==> config.mk <==
export PLATFORM = sky130hd
export DESIGN_NAME = rs232_mem_core
export DESIGN_NICKNAME = d
export VERILOG_FILES = /design/src/source/mem_core_pkg.sv /design/src/source/mem_bus_if.sv /design/src/source/rs232_mem_core.sv /design/src/source/erase_unit.sv /design/src/source/cmd_sequencer.sv /design/src/source/serial_tx.sv /design/src/source/serial_rx.sv
export SDC_FILE = /design/constraint.sdc
export NUM_CORES = 1
export LEC_CHECK = 0
export ABC_AREA = 1
export CAP_MARGIN = 30
export CORE_UTILIZATION = 55
export CTS_BUF_LIST = sky130_fd_sc_hd__clkbuf_4
export CTS_CLUSTER_SIZE = 12
export DETAILED_ROUTE_END_ITERATION = 6
export DONT_BUFFER_PORTS = 1
export GPL_TIMING_DRIVEN = 0
export PLACE_DENSITY = 0.7
export SLEW_MARGIN = 20
export SYNTH_ARGS = -nofsm -noshare
export SYNTH_HDL_FRONTEND = slang
export SYNTH_SLANG_ARGS = --single-unit
export TNS_END_PERCENT = 5
==> constraint.sdc <==
create_clock -name clk -period 2.1 [get_ports clk]
set_clock_uncertainty 0.15 [all_clocks]
set_input_delay 0.21 -clock clk [delete_from_list [all_inputs] [get_ports clk]]
set_output_delay 0.21 -clock clk [all_outputs]
set_load 0.02 [all_outputs]
==> src/source/mem_core_pkg.sv <==
package mem_core_pkg;

  // Serial word and data width
  localparam int WORD_W     = 8;
  localparam int DEF_ADDR_W = 8;                     // Default memory address width

  // Command codes from header bits 7..6
  localparam logic [1:0] CMD_WR = 2'd3;
  localparam logic [1:0] CMD_RD = 2'd2;
  localparam logic [1:0] CMD_ER = 2'd1;
  localparam logic [1:0] CMD_PR = 2'd0;

  // Reply words
  localparam logic [WORD_W-1:0] ACK_WORD  = 8'h55;
  localparam logic [WORD_W-1:0] NAK_WORD  = 8'hAA;
  localparam logic [WORD_W-1:0] PRON_WORD = 8'h01;   // Protection now on
  localparam logic [WORD_W-1:0] POFF_WORD = 8'h02;   // Protection now off

  localparam logic [WORD_W-1:0] ERASE_KEY = 8'h5A;   // Second byte of an erase

  // Protect and unprotect key pairs
  localparam logic [WORD_W-1:0] PROT_ON_1  = 8'h12;
  localparam logic [WORD_W-1:0] PROT_ON_2  = 8'h56;
  localparam logic [WORD_W-1:0] PROT_OFF_1 = 8'h34;
  localparam logic [WORD_W-1:0] PROT_OFF_2 = 8'h78;

  localparam logic [5:0] PRCH_ADDR = 6'h05;          // Low header bits of a protection change

endpackage
==> src/source/mem_bus_if.sv <==
`timescale 1ns/100ps

interface mem_bus_if #(
  parameter int ADDR_W = mem_core_pkg::DEF_ADDR_W
);

  logic [ADDR_W-1:0]               addr;
  logic [mem_core_pkg::WORD_W-1:0] wdata;
  logic                            write;        // Single-cycle write request
  logic [mem_core_pkg::WORD_W-1:0] rdata;
  logic                            busy;         // Erase sweep running
  logic                            erase_start;
  logic [mem_core_pkg::WORD_W-1:0] fill;         // Valid with erase_start

  modport seq (
    output addr, wdata, write, erase_start, fill,
    input  rdata, busy
  );

  modport mem (
    input  addr, wdata, write, erase_start, fill,
    output rdata, busy
  );

endinterface

==> src/source/rs232_mem_core.sv <==
`timescale 1ns/100ps

module rs232_mem_core #(
  parameter int ADDR_W = mem_core_pkg::DEF_ADDR_W
) (
  input  logic                            clk,
  input  logic                            rst,
  input  logic                            new_word,
  input  logic                            data_rs232_in,
  output logic                            send_word,
  output logic                            data_rs232_out,
  output logic                            end_of_erase,
  output logic [ADDR_W-1:0]               mem_addr,
  output logic                            mem_write,
  output logic [mem_core_pkg::WORD_W-1:0] mem_data_in,
  input  logic [mem_core_pkg::WORD_W-1:0] mem_data_out
);

  logic [mem_core_pkg::WORD_W-1:0] rx_word;
  logic                            rx_valid;
  logic [mem_core_pkg::WORD_W-1:0] tx_byte;
  logic                            tx_load;
  logic                            tx_ready;

  mem_bus_if #(.ADDR_W(ADDR_W)) mem_bus ();          // Sequencer to erase unit

  serial_rx i_serial_rx (
    .clk           (clk),
    .rst           (rst),
    .new_word      (new_word),
    .data_rs232_in (data_rs232_in),
    .rx_word       (rx_word),
    .rx_valid      (rx_valid)
  );

  cmd_sequencer #(.ADDR_W(ADDR_W)) i_cmd_sequencer (
    .clk      (clk),
    .rst      (rst),
    .rx_word  (rx_word),
    .rx_valid (rx_valid),
    .tx_ready (tx_ready),
    .tx_byte  (tx_byte),
    .tx_load  (tx_load),
    .bus      (mem_bus.seq)
  );

  erase_unit #(.ADDR_W(ADDR_W)) i_erase_unit (
    .clk          (clk),
    .rst          (rst),
    .end_of_erase (end_of_erase),
    .bus          (mem_bus.mem),
    .mem_addr     (mem_addr),
    .mem_write    (mem_write),
    .mem_data_in  (mem_data_in),
    .mem_data_out (mem_data_out)
  );

  serial_tx i_serial_tx (
    .clk            (clk),
    .rst            (rst),
    .tx_byte        (tx_byte),
    .tx_load        (tx_load),
    .tx_ready       (tx_ready),
    .send_word      (send_word),
    .data_rs232_out (data_rs232_out)
  );

endmodule

==> src/source/erase_unit.sv <==
`timescale 1ns/100ps

module erase_unit #(
  parameter int ADDR_W = mem_core_pkg::DEF_ADDR_W
) (
  input  logic                            clk,
  input  logic                            rst,
  output logic                            end_of_erase,
  mem_bus_if.mem                          bus,
  output logic [ADDR_W-1:0]               mem_addr,
  output logic                            mem_write,
  output logic [mem_core_pkg::WORD_W-1:0] mem_data_in,
  input  logic [mem_core_pkg::WORD_W-1:0] mem_data_out
);

  logic [ADDR_W:0]                 er_cnt;           // Extra bit flags the wrap
  logic [ADDR_W:0]                 er_cnt_inc;
  logic [mem_core_pkg::WORD_W-1:0] fill_q;
  logic                            busy_q;

  assign er_cnt_inc = er_cnt + 1'b1;

  always_ff @(posedge clk or posedge rst)
  begin
    if (rst)
    begin
      busy_q       <= 1'b0;
      er_cnt       <= '0;
      end_of_erase <= 1'b0;
    end
    else
    begin
      end_of_erase <= 1'b0;
      if (bus.erase_start)
      begin
        busy_q <= 1'b1;                              // A new start restarts the sweep
        er_cnt <= '0;
      end
      else if (busy_q)
      begin
        if (er_cnt_inc[ADDR_W])
        begin
          busy_q       <= 1'b0;                      // Top address written this cycle
          end_of_erase <= 1'b1;
          er_cnt       <= '0;
        end
        else
          er_cnt <= er_cnt_inc;
      end
    end
  end

  always_ff @(posedge clk)
  begin
    if (bus.erase_start)
      fill_q <= bus.fill;
  end

  // Sequencer owns the memory port only while idle
  assign mem_addr    = busy_q ? er_cnt[ADDR_W-1:0] : bus.addr;
  assign mem_write   = busy_q ? 1'b1 : bus.write;
  assign mem_data_in = busy_q ? fill_q : bus.wdata;

  assign bus.rdata = mem_data_out;
  assign bus.busy  = busy_q;

endmodule

==> src/source/cmd_sequencer.sv <==
`timescale 1ns/100ps

module cmd_sequencer #(
  parameter int ADDR_W = mem_core_pkg::DEF_ADDR_W
) (
  input  logic                            clk,
  input  logic                            rst,
  input  logic [mem_core_pkg::WORD_W-1:0] rx_word,
  input  logic                            rx_valid,
  input  logic                            tx_ready,
  output logic [mem_core_pkg::WORD_W-1:0] tx_byte,
  output logic                            tx_load,
  mem_bus_if.seq                          bus
);

  localparam int WORD_W = mem_core_pkg::WORD_W;

  localparam logic [3:0] S_FETCH    = 4'd0;
  localparam logic [3:0] S_DECODE   = 4'd1;
  localparam logic [3:0] S_WR_ADDR  = 4'd2;
  localparam logic [3:0] S_WR_DATA  = 4'd3;
  localparam logic [3:0] S_WR_EXEC  = 4'd4;
  localparam logic [3:0] S_RD_ADDR  = 4'd5;
  localparam logic [3:0] S_RD_EXEC  = 4'd6;
  localparam logic [3:0] S_RD_DATA  = 4'd7;
  localparam logic [3:0] S_ER_KEY   = 4'd8;
  localparam logic [3:0] S_ER_FILL  = 4'd9;
  localparam logic [3:0] S_PR_KEY1  = 4'd10;
  localparam logic [3:0] S_PR_ON    = 4'd11;
  localparam logic [3:0] S_PR_OFF   = 4'd12;
  localparam logic [3:0] S_PR_REPLY = 4'd13;
  localparam logic [3:0] S_ACK      = 4'd14;
  localparam logic [3:0] S_NAK      = 4'd15;

  logic [3:0]        state;
  logic [3:0]        state_nxt;
  logic [1:0]        cmd_q;                          // Header bits 7..6
  logic [5:0]        hdr_q;                          // Header bits 5..0
  logic [ADDR_W-1:0] addr_q;
  logic [WORD_W-1:0] data_q;                         // Write data or read result
  logic              prot;
  logic              reply_state;

  always_ff @(posedge clk or posedge rst)
  begin
    if (rst)
      state <= S_FETCH;
    else
      state <= state_nxt;
  end

  // Write protection, on out of reset
  always_ff @(posedge clk or posedge rst)
  begin
    if (rst)
      prot <= 1'b1;
    else if (state == S_PR_ON && rx_valid && rx_word == mem_core_pkg::PROT_ON_2)
      prot <= 1'b1;
    else if (state == S_PR_OFF && rx_valid && rx_word == mem_core_pkg::PROT_OFF_2)
      prot <= 1'b0;
  end

  always_ff @(posedge clk)
  begin
    if (state == S_FETCH && rx_valid)
    begin
      cmd_q <= rx_word[WORD_W-1 -: 2];
      hdr_q <= rx_word[5:0];
    end
    if ((state == S_WR_ADDR || state == S_RD_ADDR) && rx_valid)
      addr_q <= ADDR_W'(rx_word);
    if (state == S_WR_DATA && rx_valid)
      data_q <= rx_word;
    else if (state == S_RD_EXEC && !bus.busy)
      data_q <= bus.rdata;                           // Async memory read, addr held a cycle
  end

  always_comb
  begin
    state_nxt = state;
    case (state)
      S_FETCH:
        if (rx_valid)
          state_nxt = S_DECODE;
      S_DECODE:
        case (cmd_q)
          mem_core_pkg::CMD_WR: state_nxt = S_WR_ADDR;
          mem_core_pkg::CMD_RD: state_nxt = S_RD_ADDR;
          mem_core_pkg::CMD_ER: state_nxt = S_ER_KEY;
          mem_core_pkg::CMD_PR:
            state_nxt = (hdr_q == mem_core_pkg::PRCH_ADDR) ? S_PR_KEY1 : S_NAK;
          default: state_nxt = S_NAK;
        endcase
      S_WR_ADDR:
        if (rx_valid)
          state_nxt = S_WR_DATA;
      S_WR_DATA:
        if (rx_valid)
          state_nxt = S_WR_EXEC;
      S_WR_EXEC:
        state_nxt = (prot || bus.busy) ? S_NAK : S_ACK;
      S_RD_ADDR:
        if (rx_valid)
          state_nxt = S_RD_EXEC;
      S_RD_EXEC:
        state_nxt = bus.busy ? S_NAK : S_RD_DATA;
      S_RD_DATA:
        if (tx_ready)
          state_nxt = S_ACK;                         // Data byte first, ACK after
      S_ER_KEY:
        if (rx_valid)
          state_nxt = (rx_word == mem_core_pkg::ERASE_KEY) ? S_ER_FILL : S_NAK;
      S_ER_FILL:
        if (rx_valid)
          state_nxt = S_ACK;                         // ACK goes out during the sweep
      S_PR_KEY1:
        if (rx_valid)
        begin
          if (rx_word == mem_core_pkg::PROT_ON_1)
            state_nxt = S_PR_ON;
          else if (rx_word == mem_core_pkg::PROT_OFF_1)
            state_nxt = S_PR_OFF;
          else
            state_nxt = S_NAK;
        end
      S_PR_ON:
        if (rx_valid)
          state_nxt = (rx_word == mem_core_pkg::PROT_ON_2) ? S_PR_REPLY : S_NAK;
      S_PR_OFF:
        if (rx_valid)
          state_nxt = (rx_word == mem_core_pkg::PROT_OFF_2) ? S_PR_REPLY : S_NAK;
      S_PR_REPLY, S_ACK, S_NAK:
        if (tx_ready)
          state_nxt = S_FETCH;
      default: state_nxt = S_FETCH;
    endcase
  end

  // Reply byte per state; held until the transmitter is free
  always_comb
  begin
    reply_state = 1'b1;
    case (state)
      S_RD_DATA:  tx_byte = data_q;
      S_ACK:      tx_byte = mem_core_pkg::ACK_WORD;
      S_NAK:      tx_byte = mem_core_pkg::NAK_WORD;
      S_PR_REPLY: tx_byte = prot ? mem_core_pkg::PRON_WORD : mem_core_pkg::POFF_WORD;
      default:
      begin
        reply_state = 1'b0;
        tx_byte     = '0;
      end
    endcase
  end

  assign tx_load = reply_state && tx_ready;

  assign bus.addr        = addr_q;
  assign bus.wdata       = data_q;
  assign bus.write       = (state == S_WR_EXEC) && !prot && !bus.busy;
  assign bus.erase_start = (state == S_ER_FILL) && rx_valid;  // Accepted even when protected
  assign bus.fill        = rx_word;

endmodule

==> src/source/serial_tx.sv <==
`timescale 1ns/100ps

module serial_tx (
  input  logic                            clk,
  input  logic                            rst,
  input  logic [mem_core_pkg::WORD_W-1:0] tx_byte,
  input  logic                            tx_load,
  output logic                            tx_ready,
  output logic                            send_word,
  output logic                            data_rs232_out
);

  localparam int WORD_W = mem_core_pkg::WORD_W;
  localparam int CNT_W  = $clog2(WORD_W + 1);

  localparam logic [1:0] TX_IDLE  = 2'd0;
  localparam logic [1:0] TX_START = 2'd1;
  localparam logic [1:0] TX_SEND  = 2'd2;

  logic [1:0]        state;
  logic [CNT_W-1:0]  bit_cnt;
  logic [WORD_W-1:0] shreg;

  assign tx_ready = (state == TX_IDLE);              // Drops right after a load

  always_ff @(posedge clk or posedge rst)
  begin
    if (rst)
    begin
      state          <= TX_IDLE;
      bit_cnt        <= '0;
      send_word      <= 1'b0;
      data_rs232_out <= 1'b0;
    end
    else
    begin
      case (state)
        TX_IDLE:
        begin
          if (tx_load)
            state <= TX_START;
        end
        TX_START:
        begin
          send_word      <= 1'b1;
          data_rs232_out <= shreg[WORD_W-1];         // Bit 7 with rising send_word
          bit_cnt        <= CNT_W'(1);
          state          <= TX_SEND;
        end
        TX_SEND:
        begin
          if (bit_cnt == CNT_W'(WORD_W))
          begin
            send_word      <= 1'b0;                  // All bits out
            data_rs232_out <= 1'b0;
            bit_cnt        <= '0;
            state          <= TX_IDLE;
          end
          else
          begin
            data_rs232_out <= shreg[WORD_W-1];
            bit_cnt        <= bit_cnt + 1'b1;
          end
        end
        default: state <= TX_IDLE;
      endcase
    end
  end

  always_ff @(posedge clk)
  begin
    if (state == TX_IDLE && tx_load)
      shreg <= tx_byte;                              // Latch reply byte
    else if (state != TX_IDLE)
      shreg <= {shreg[WORD_W-2:0], 1'b0};
  end

endmodule

==> src/source/serial_rx.sv <==
`timescale 1ns/100ps

module serial_rx (
  input  logic                            clk,
  input  logic                            rst,
  input  logic                            new_word,
  input  logic                            data_rs232_in,
  output logic [mem_core_pkg::WORD_W-1:0] rx_word,
  output logic                            rx_valid
);

  localparam int WORD_W = mem_core_pkg::WORD_W;
  localparam int CNT_W  = $clog2(WORD_W);

  localparam logic [1:0] RX_IDLE  = 2'd0;
  localparam logic [1:0] RX_SHIFT = 2'd1;
  localparam logic [1:0] RX_DONE  = 2'd2;

  logic [1:0]       state;
  logic [CNT_W-1:0] bit_cnt;

  always_ff @(posedge clk or posedge rst)
  begin
    if (rst)
    begin
      state    <= RX_IDLE;
      bit_cnt  <= '0;
      rx_valid <= 1'b0;
    end
    else
    begin
      rx_valid <= 1'b0;
      case (state)
        RX_IDLE:
        begin
          bit_cnt <= '0;
          if (new_word)
            state <= RX_SHIFT;                       // Bits follow from next edge
        end
        RX_SHIFT:
        begin
          bit_cnt <= bit_cnt + 1'b1;
          if (bit_cnt == CNT_W'(WORD_W - 1))
            state <= RX_DONE;                        // Last bit taken this edge
        end
        RX_DONE:
        begin
          rx_valid <= 1'b1;
          state    <= RX_IDLE;
        end
        default: state <= RX_IDLE;
      endcase
    end
  end

  // MSB arrives first, so shift towards the top
  always_ff @(posedge clk)
  begin
    if (state == RX_SHIFT)
      rx_word <= {rx_word[WORD_W-2:0], data_rs232_in};
  end

endmodule

==> reports/summary.txt <==
Initial Utilization - 58.5%
yosys warns - 0
clock-pin slew on the worst setup and hold paths - 0.13 ns
pwr dens - 1220 mW/mm2
worst hold path type - in2async
register bit count reported by yosys - 77
number of nets still failing antenna checks after routing - 0
critical path launch point type - register
required time at the endpoint of the critical path - 1.74 ns
Synthesized Nets - 446
multi-input logic area - 0.00144 mm2
root buffer cell - sky130_fd_sc_hd__clkbuf_4
final-report hold violation count - 0
hold slack - 0.175 ns
slew at the pin closest to its max-slew limit - 0.791 ns
global-route wire length before repair - 13.9 mm
initial antenna violation count - 0
DR pass1 iterations - 4
GRT Util Overall - 26.0%
Final Critical Period - 2.06 ns
Detail Placement HPWL - 6.30 mm
via count of the first global-routing pass - 2,895
depth of the worst register-to-register path - 5
r2r endpoint - i_cmd_sequencer.bus.addr[0]$_DFFE_PP_
input/output buffers - 0
Final Slew Violations - 0
Max Clk Rate - 485 MHz
first-iteration detailed-routing DRC count - 269
share of the yosys chip area belonging to registers - 57.1%
Inserted Diodes - 0
maximum fanout along the worst path - 10
total of fill cells in the finished design - 553
flop-to-flop setup slack - 0.16 ns
clock latency at the later pin of the worst-skew pair - 0.44 ns
total gr overflow - 0
result of the run - completed
unique cell type count in the Yosys netlist - 34
unrepaired setup endpoints after global routing - true
fraction of met2 tracks used by global routing - 42.4%
final weighted congestion in routability-driven placement - 0.916
met1 Resource Use GR - 33.2%
clock tree from TritonCTS - yes
H-tree level count - 3
launching point of the worst reg2reg path - i_cmd_sequencer.state[0]$_DFFE_PP0P_
critical path class - reg2out
Area Overhead vs Synth - 10.9%
# nets final - 469
final total negative setup slack - 0 ns
cell count after synthesis - 424
Setup Viol. Count Final - 0
final worst-path cycle share - 98.1%
footprint of the flip-flops and latches - 0.00217 mm2
Placeable Area - 0.00649 mm2
post-detailed-route wirelength per cell - 16.1 um
Slew HR - 47.1%
I/O pins - 32
busiest layer in global routing - met2
critical path capture point type - output port
max-capacitance violation count - 0
Core Rows - 29
Static Leakage - 1.88 nW
number of sinks driven by the clock tree - 77
Syn Area/Cell - 8.96 um2
data arrival at the endpoint of the critical path - 1.70 ns
fraction of layout instances using a drive strength above 1 - 10.2%
Num CTS Buffers - 9
synthesized cell area - 0.00380 mm2
overall routed net length - 8.53 mm
Die Area - 0.00724 mm2
Max rail drop VDD - 0.813 mV
routed vias/inst - 5.51
vias - 2,915
remaining routing DRC violations - 0
buffer levels on the longest clock path - 2
DIE WIDTH - 85.1 um
met3 Use GR - 6.71%
largest net degree at the start of global routing - 19
Chip Height - 85.1 um
## cells by family (layout without fill, tap and decap cells)
logic type | Yosys count | after routing | synth area share, %
XOR/XNOR | 6 | 6 | 1.38
AO/OA/AOI/OAI | 53 | 53 | 8.04
adder cells (fa/ha/maj) | 10 | 10 | 3.29
flip-flops | 77 | 77 | 57.1
AND/OR/NAND/NOR | 220 | 220 | 23.7
buffers and inverters | 57 | 85 | 6.23
multiplexers | 1 | 1 | 0.296
## cell usage in the layout (no fill, tap or decap), types with 2 or more instances in the layout
cell,Yosys,routed
sky130_fd_sc_hd__dlygate4sd3_1,0,11
sky130_fd_sc_hd__ha_1,10,10
sky130_fd_sc_hd__a22o_1,2,2
sky130_fd_sc_hd__clkbuf_4,0,11
sky130_fd_sc_hd__nor3_1,3,3
sky130_fd_sc_hd__inv_1,45,45
sky130_fd_sc_hd__clkinvlp_4,0,2
sky130_fd_sc_hd__nand2_2,3,4
sky130_fd_sc_hd__xor2_1,5,5
sky130_fd_sc_hd__nor2_1,42,39
sky130_fd_sc_hd__inv_2,3,3
sky130_fd_sc_hd__clkbuf_1,5,2
sky130_fd_sc_hd__a21oi_1,7,6
sky130_fd_sc_hd__o21ai_0,24,18
sky130_fd_sc_hd__nand2_1,142,141
sky130_fd_sc_hd__o21ai_1,2,3
sky130_fd_sc_hd__nand4_1,7,7
sky130_fd_sc_hd__inv_6,0,2
sky130_fd_sc_hd__a211oi_1,2,2
sky130_fd_sc_hd__edfxtp_1,48,48
sky130_fd_sc_hd__a31oi_1,7,7
sky130_fd_sc_hd__nor2_2,0,3
sky130_fd_sc_hd__nand3_1,19,18
sky130_fd_sc_hd__buf_6,3,3
sky130_fd_sc_hd__dfrtp_1,28,27
sky130_fd_sc_hd__o22ai_1,4,4
sky130_fd_sc_hd__o21ai_2,1,5
sky130_fd_sc_hd__clkinv_1,1,2
## cells in the mapped netlist, drive strengths merged
| library cell | n | area (um2) |
|---|---|---|
| a211oi | 2 | 15.0 |
| a21boi | 1 | 7.51 |
| a21oi | 7 | 35.0 |
| a22o | 2 | 17.5 |
| a31oi | 7 | 43.8 |
| buf | 3 | 33.8 |
| clkbuf | 5 | 18.8 |
| clkinv | 1 | 3.75 |
| dfrtp | 28 | 701 |
| dfstp | 1 | 26.3 |
| edfxtp | 48 | 1440 |
| ha | 10 | 125 |
| inv | 48 | 180 |
| mux2 | 1 | 11.3 |
| nand2 | 146 | 563 |
| nand3 | 19 | 95.1 |
| nand3b | 1 | 7.51 |
| nand4 | 7 | 43.8 |
| nor2 | 43 | 169 |
| nor3 | 3 | 15.0 |
| o211ai | 1 | 7.51 |
| o21a | 1 | 7.51 |
| o21ai | 27 | 139 |
| o22ai | 4 | 25.0 |
| o31ai | 1 | 7.51 |
| or2 | 1 | 6.26 |
| xnor2 | 1 | 8.76 |
| xor2 | 5 | 43.8 |
## layer usage
metal | vias to the layer above | wire, um
met3 | 18 | 597
li1 | 1443 | -
met2 | 81 | 3980
met4 | 0 | 170
met5 | - | 0
met1 | 1373 | 3780
## repair_timing
action / CTS / global route
endpoints found under the setup margin: 33 / 25
hold buffers: 11 / 0
resized for setup: 18 / 6
endpoints found under the hold margin: 26 / 0
setup buffers: 0 / 0
## through the flow
stage                     instance area [um2]  power, mW  cells  setup slack, ns  utilization, %
after detailed placement                 3920       4.24    503           -0.139            60.3
final                                    4210       5.16    529           0.0398            64.9
after floorplan                          3800       3.73    424            0.242               -
after CTS                                4200       5.16    529         -0.00292            64.6
after global routing                     4210       5.54    529          -0.0568            64.9
after global placement                   3890       4.19    501           -0.128            60.0
## critical path: stages (launching register included)
cell and delay, ns:
sky130_fd_sc_hd__dfrtp_2 0.49, sky130_fd_sc_hd__clkbuf_1 0.43, sky130_fd_sc_hd__nand2_1 0.12, sky130_fd_sc_hd__nand2_1 0.23
## worst max path at each step
stage	from	to	slack [ns]
3_3_place_gp	i_erase_unit.bus.busy$_DFF_PP0_	mem_addr[6]	-0.13
5_1_grt	i_erase_unit.bus.busy$_DFF_PP0_	mem_data_in[0]	-0.06
6_report	i_erase_unit.bus.busy$_DFF_PP0_	mem_data_in[5]	0.04
3_5_place_dp	i_erase_unit.bus.busy$_DFF_PP0_	mem_addr[6]	-0.14
4_1_cts	i_erase_unit.bus.busy$_DFF_PP0_	mem_addr[6]	-0.003
2_1_floorplan	i_cmd_sequencer.state[2]$_DFFE_PP0P_	i_cmd_sequencer.cmd_q[0]$_DFFE_PP_	0.24
## layout make-up
| cell class | instances | area share (%) |
|---|---|---|
| clock buffer | 9 | 1.60 |
| multi-input combinational | 290 | 34.1 |
| inverter | 49 | 4.36 |
| tap | 77 | 2.29 |
| buffer | 7 | 1.34 |
| sequential | 77 | 51.5 |
| timing repair buffer | 13 | 3.09 |
| clock inverter | 7 | 1.69 |
## where the power goes
part	internal, mW	leakage (nW)	switching (mW)
clock network	0.364	0.0704	0.543
registers	2.12	0.820	0.361
logic	0.568	0.993	1.21
## state kept, by name, indices dropped and copies added (netlist names), 3 cells and up
signal                     flops
i_cmd_sequencer.bus.addr       8
i_cmd_sequencer.state          4
i_serial_tx.shreg              8
i_cmd_sequencer.hdr_q          6
i_serial_rx.rx_word            8
i_erase_unit.fill_q            8
i_serial_tx.bit_cnt            4
i_cmd_sequencer.bus.wdata      8
i_serial_rx.bit_cnt            3
i_erase_unit.er_cnt            8
Note: power is estimated with default switching activity, not from simulation.
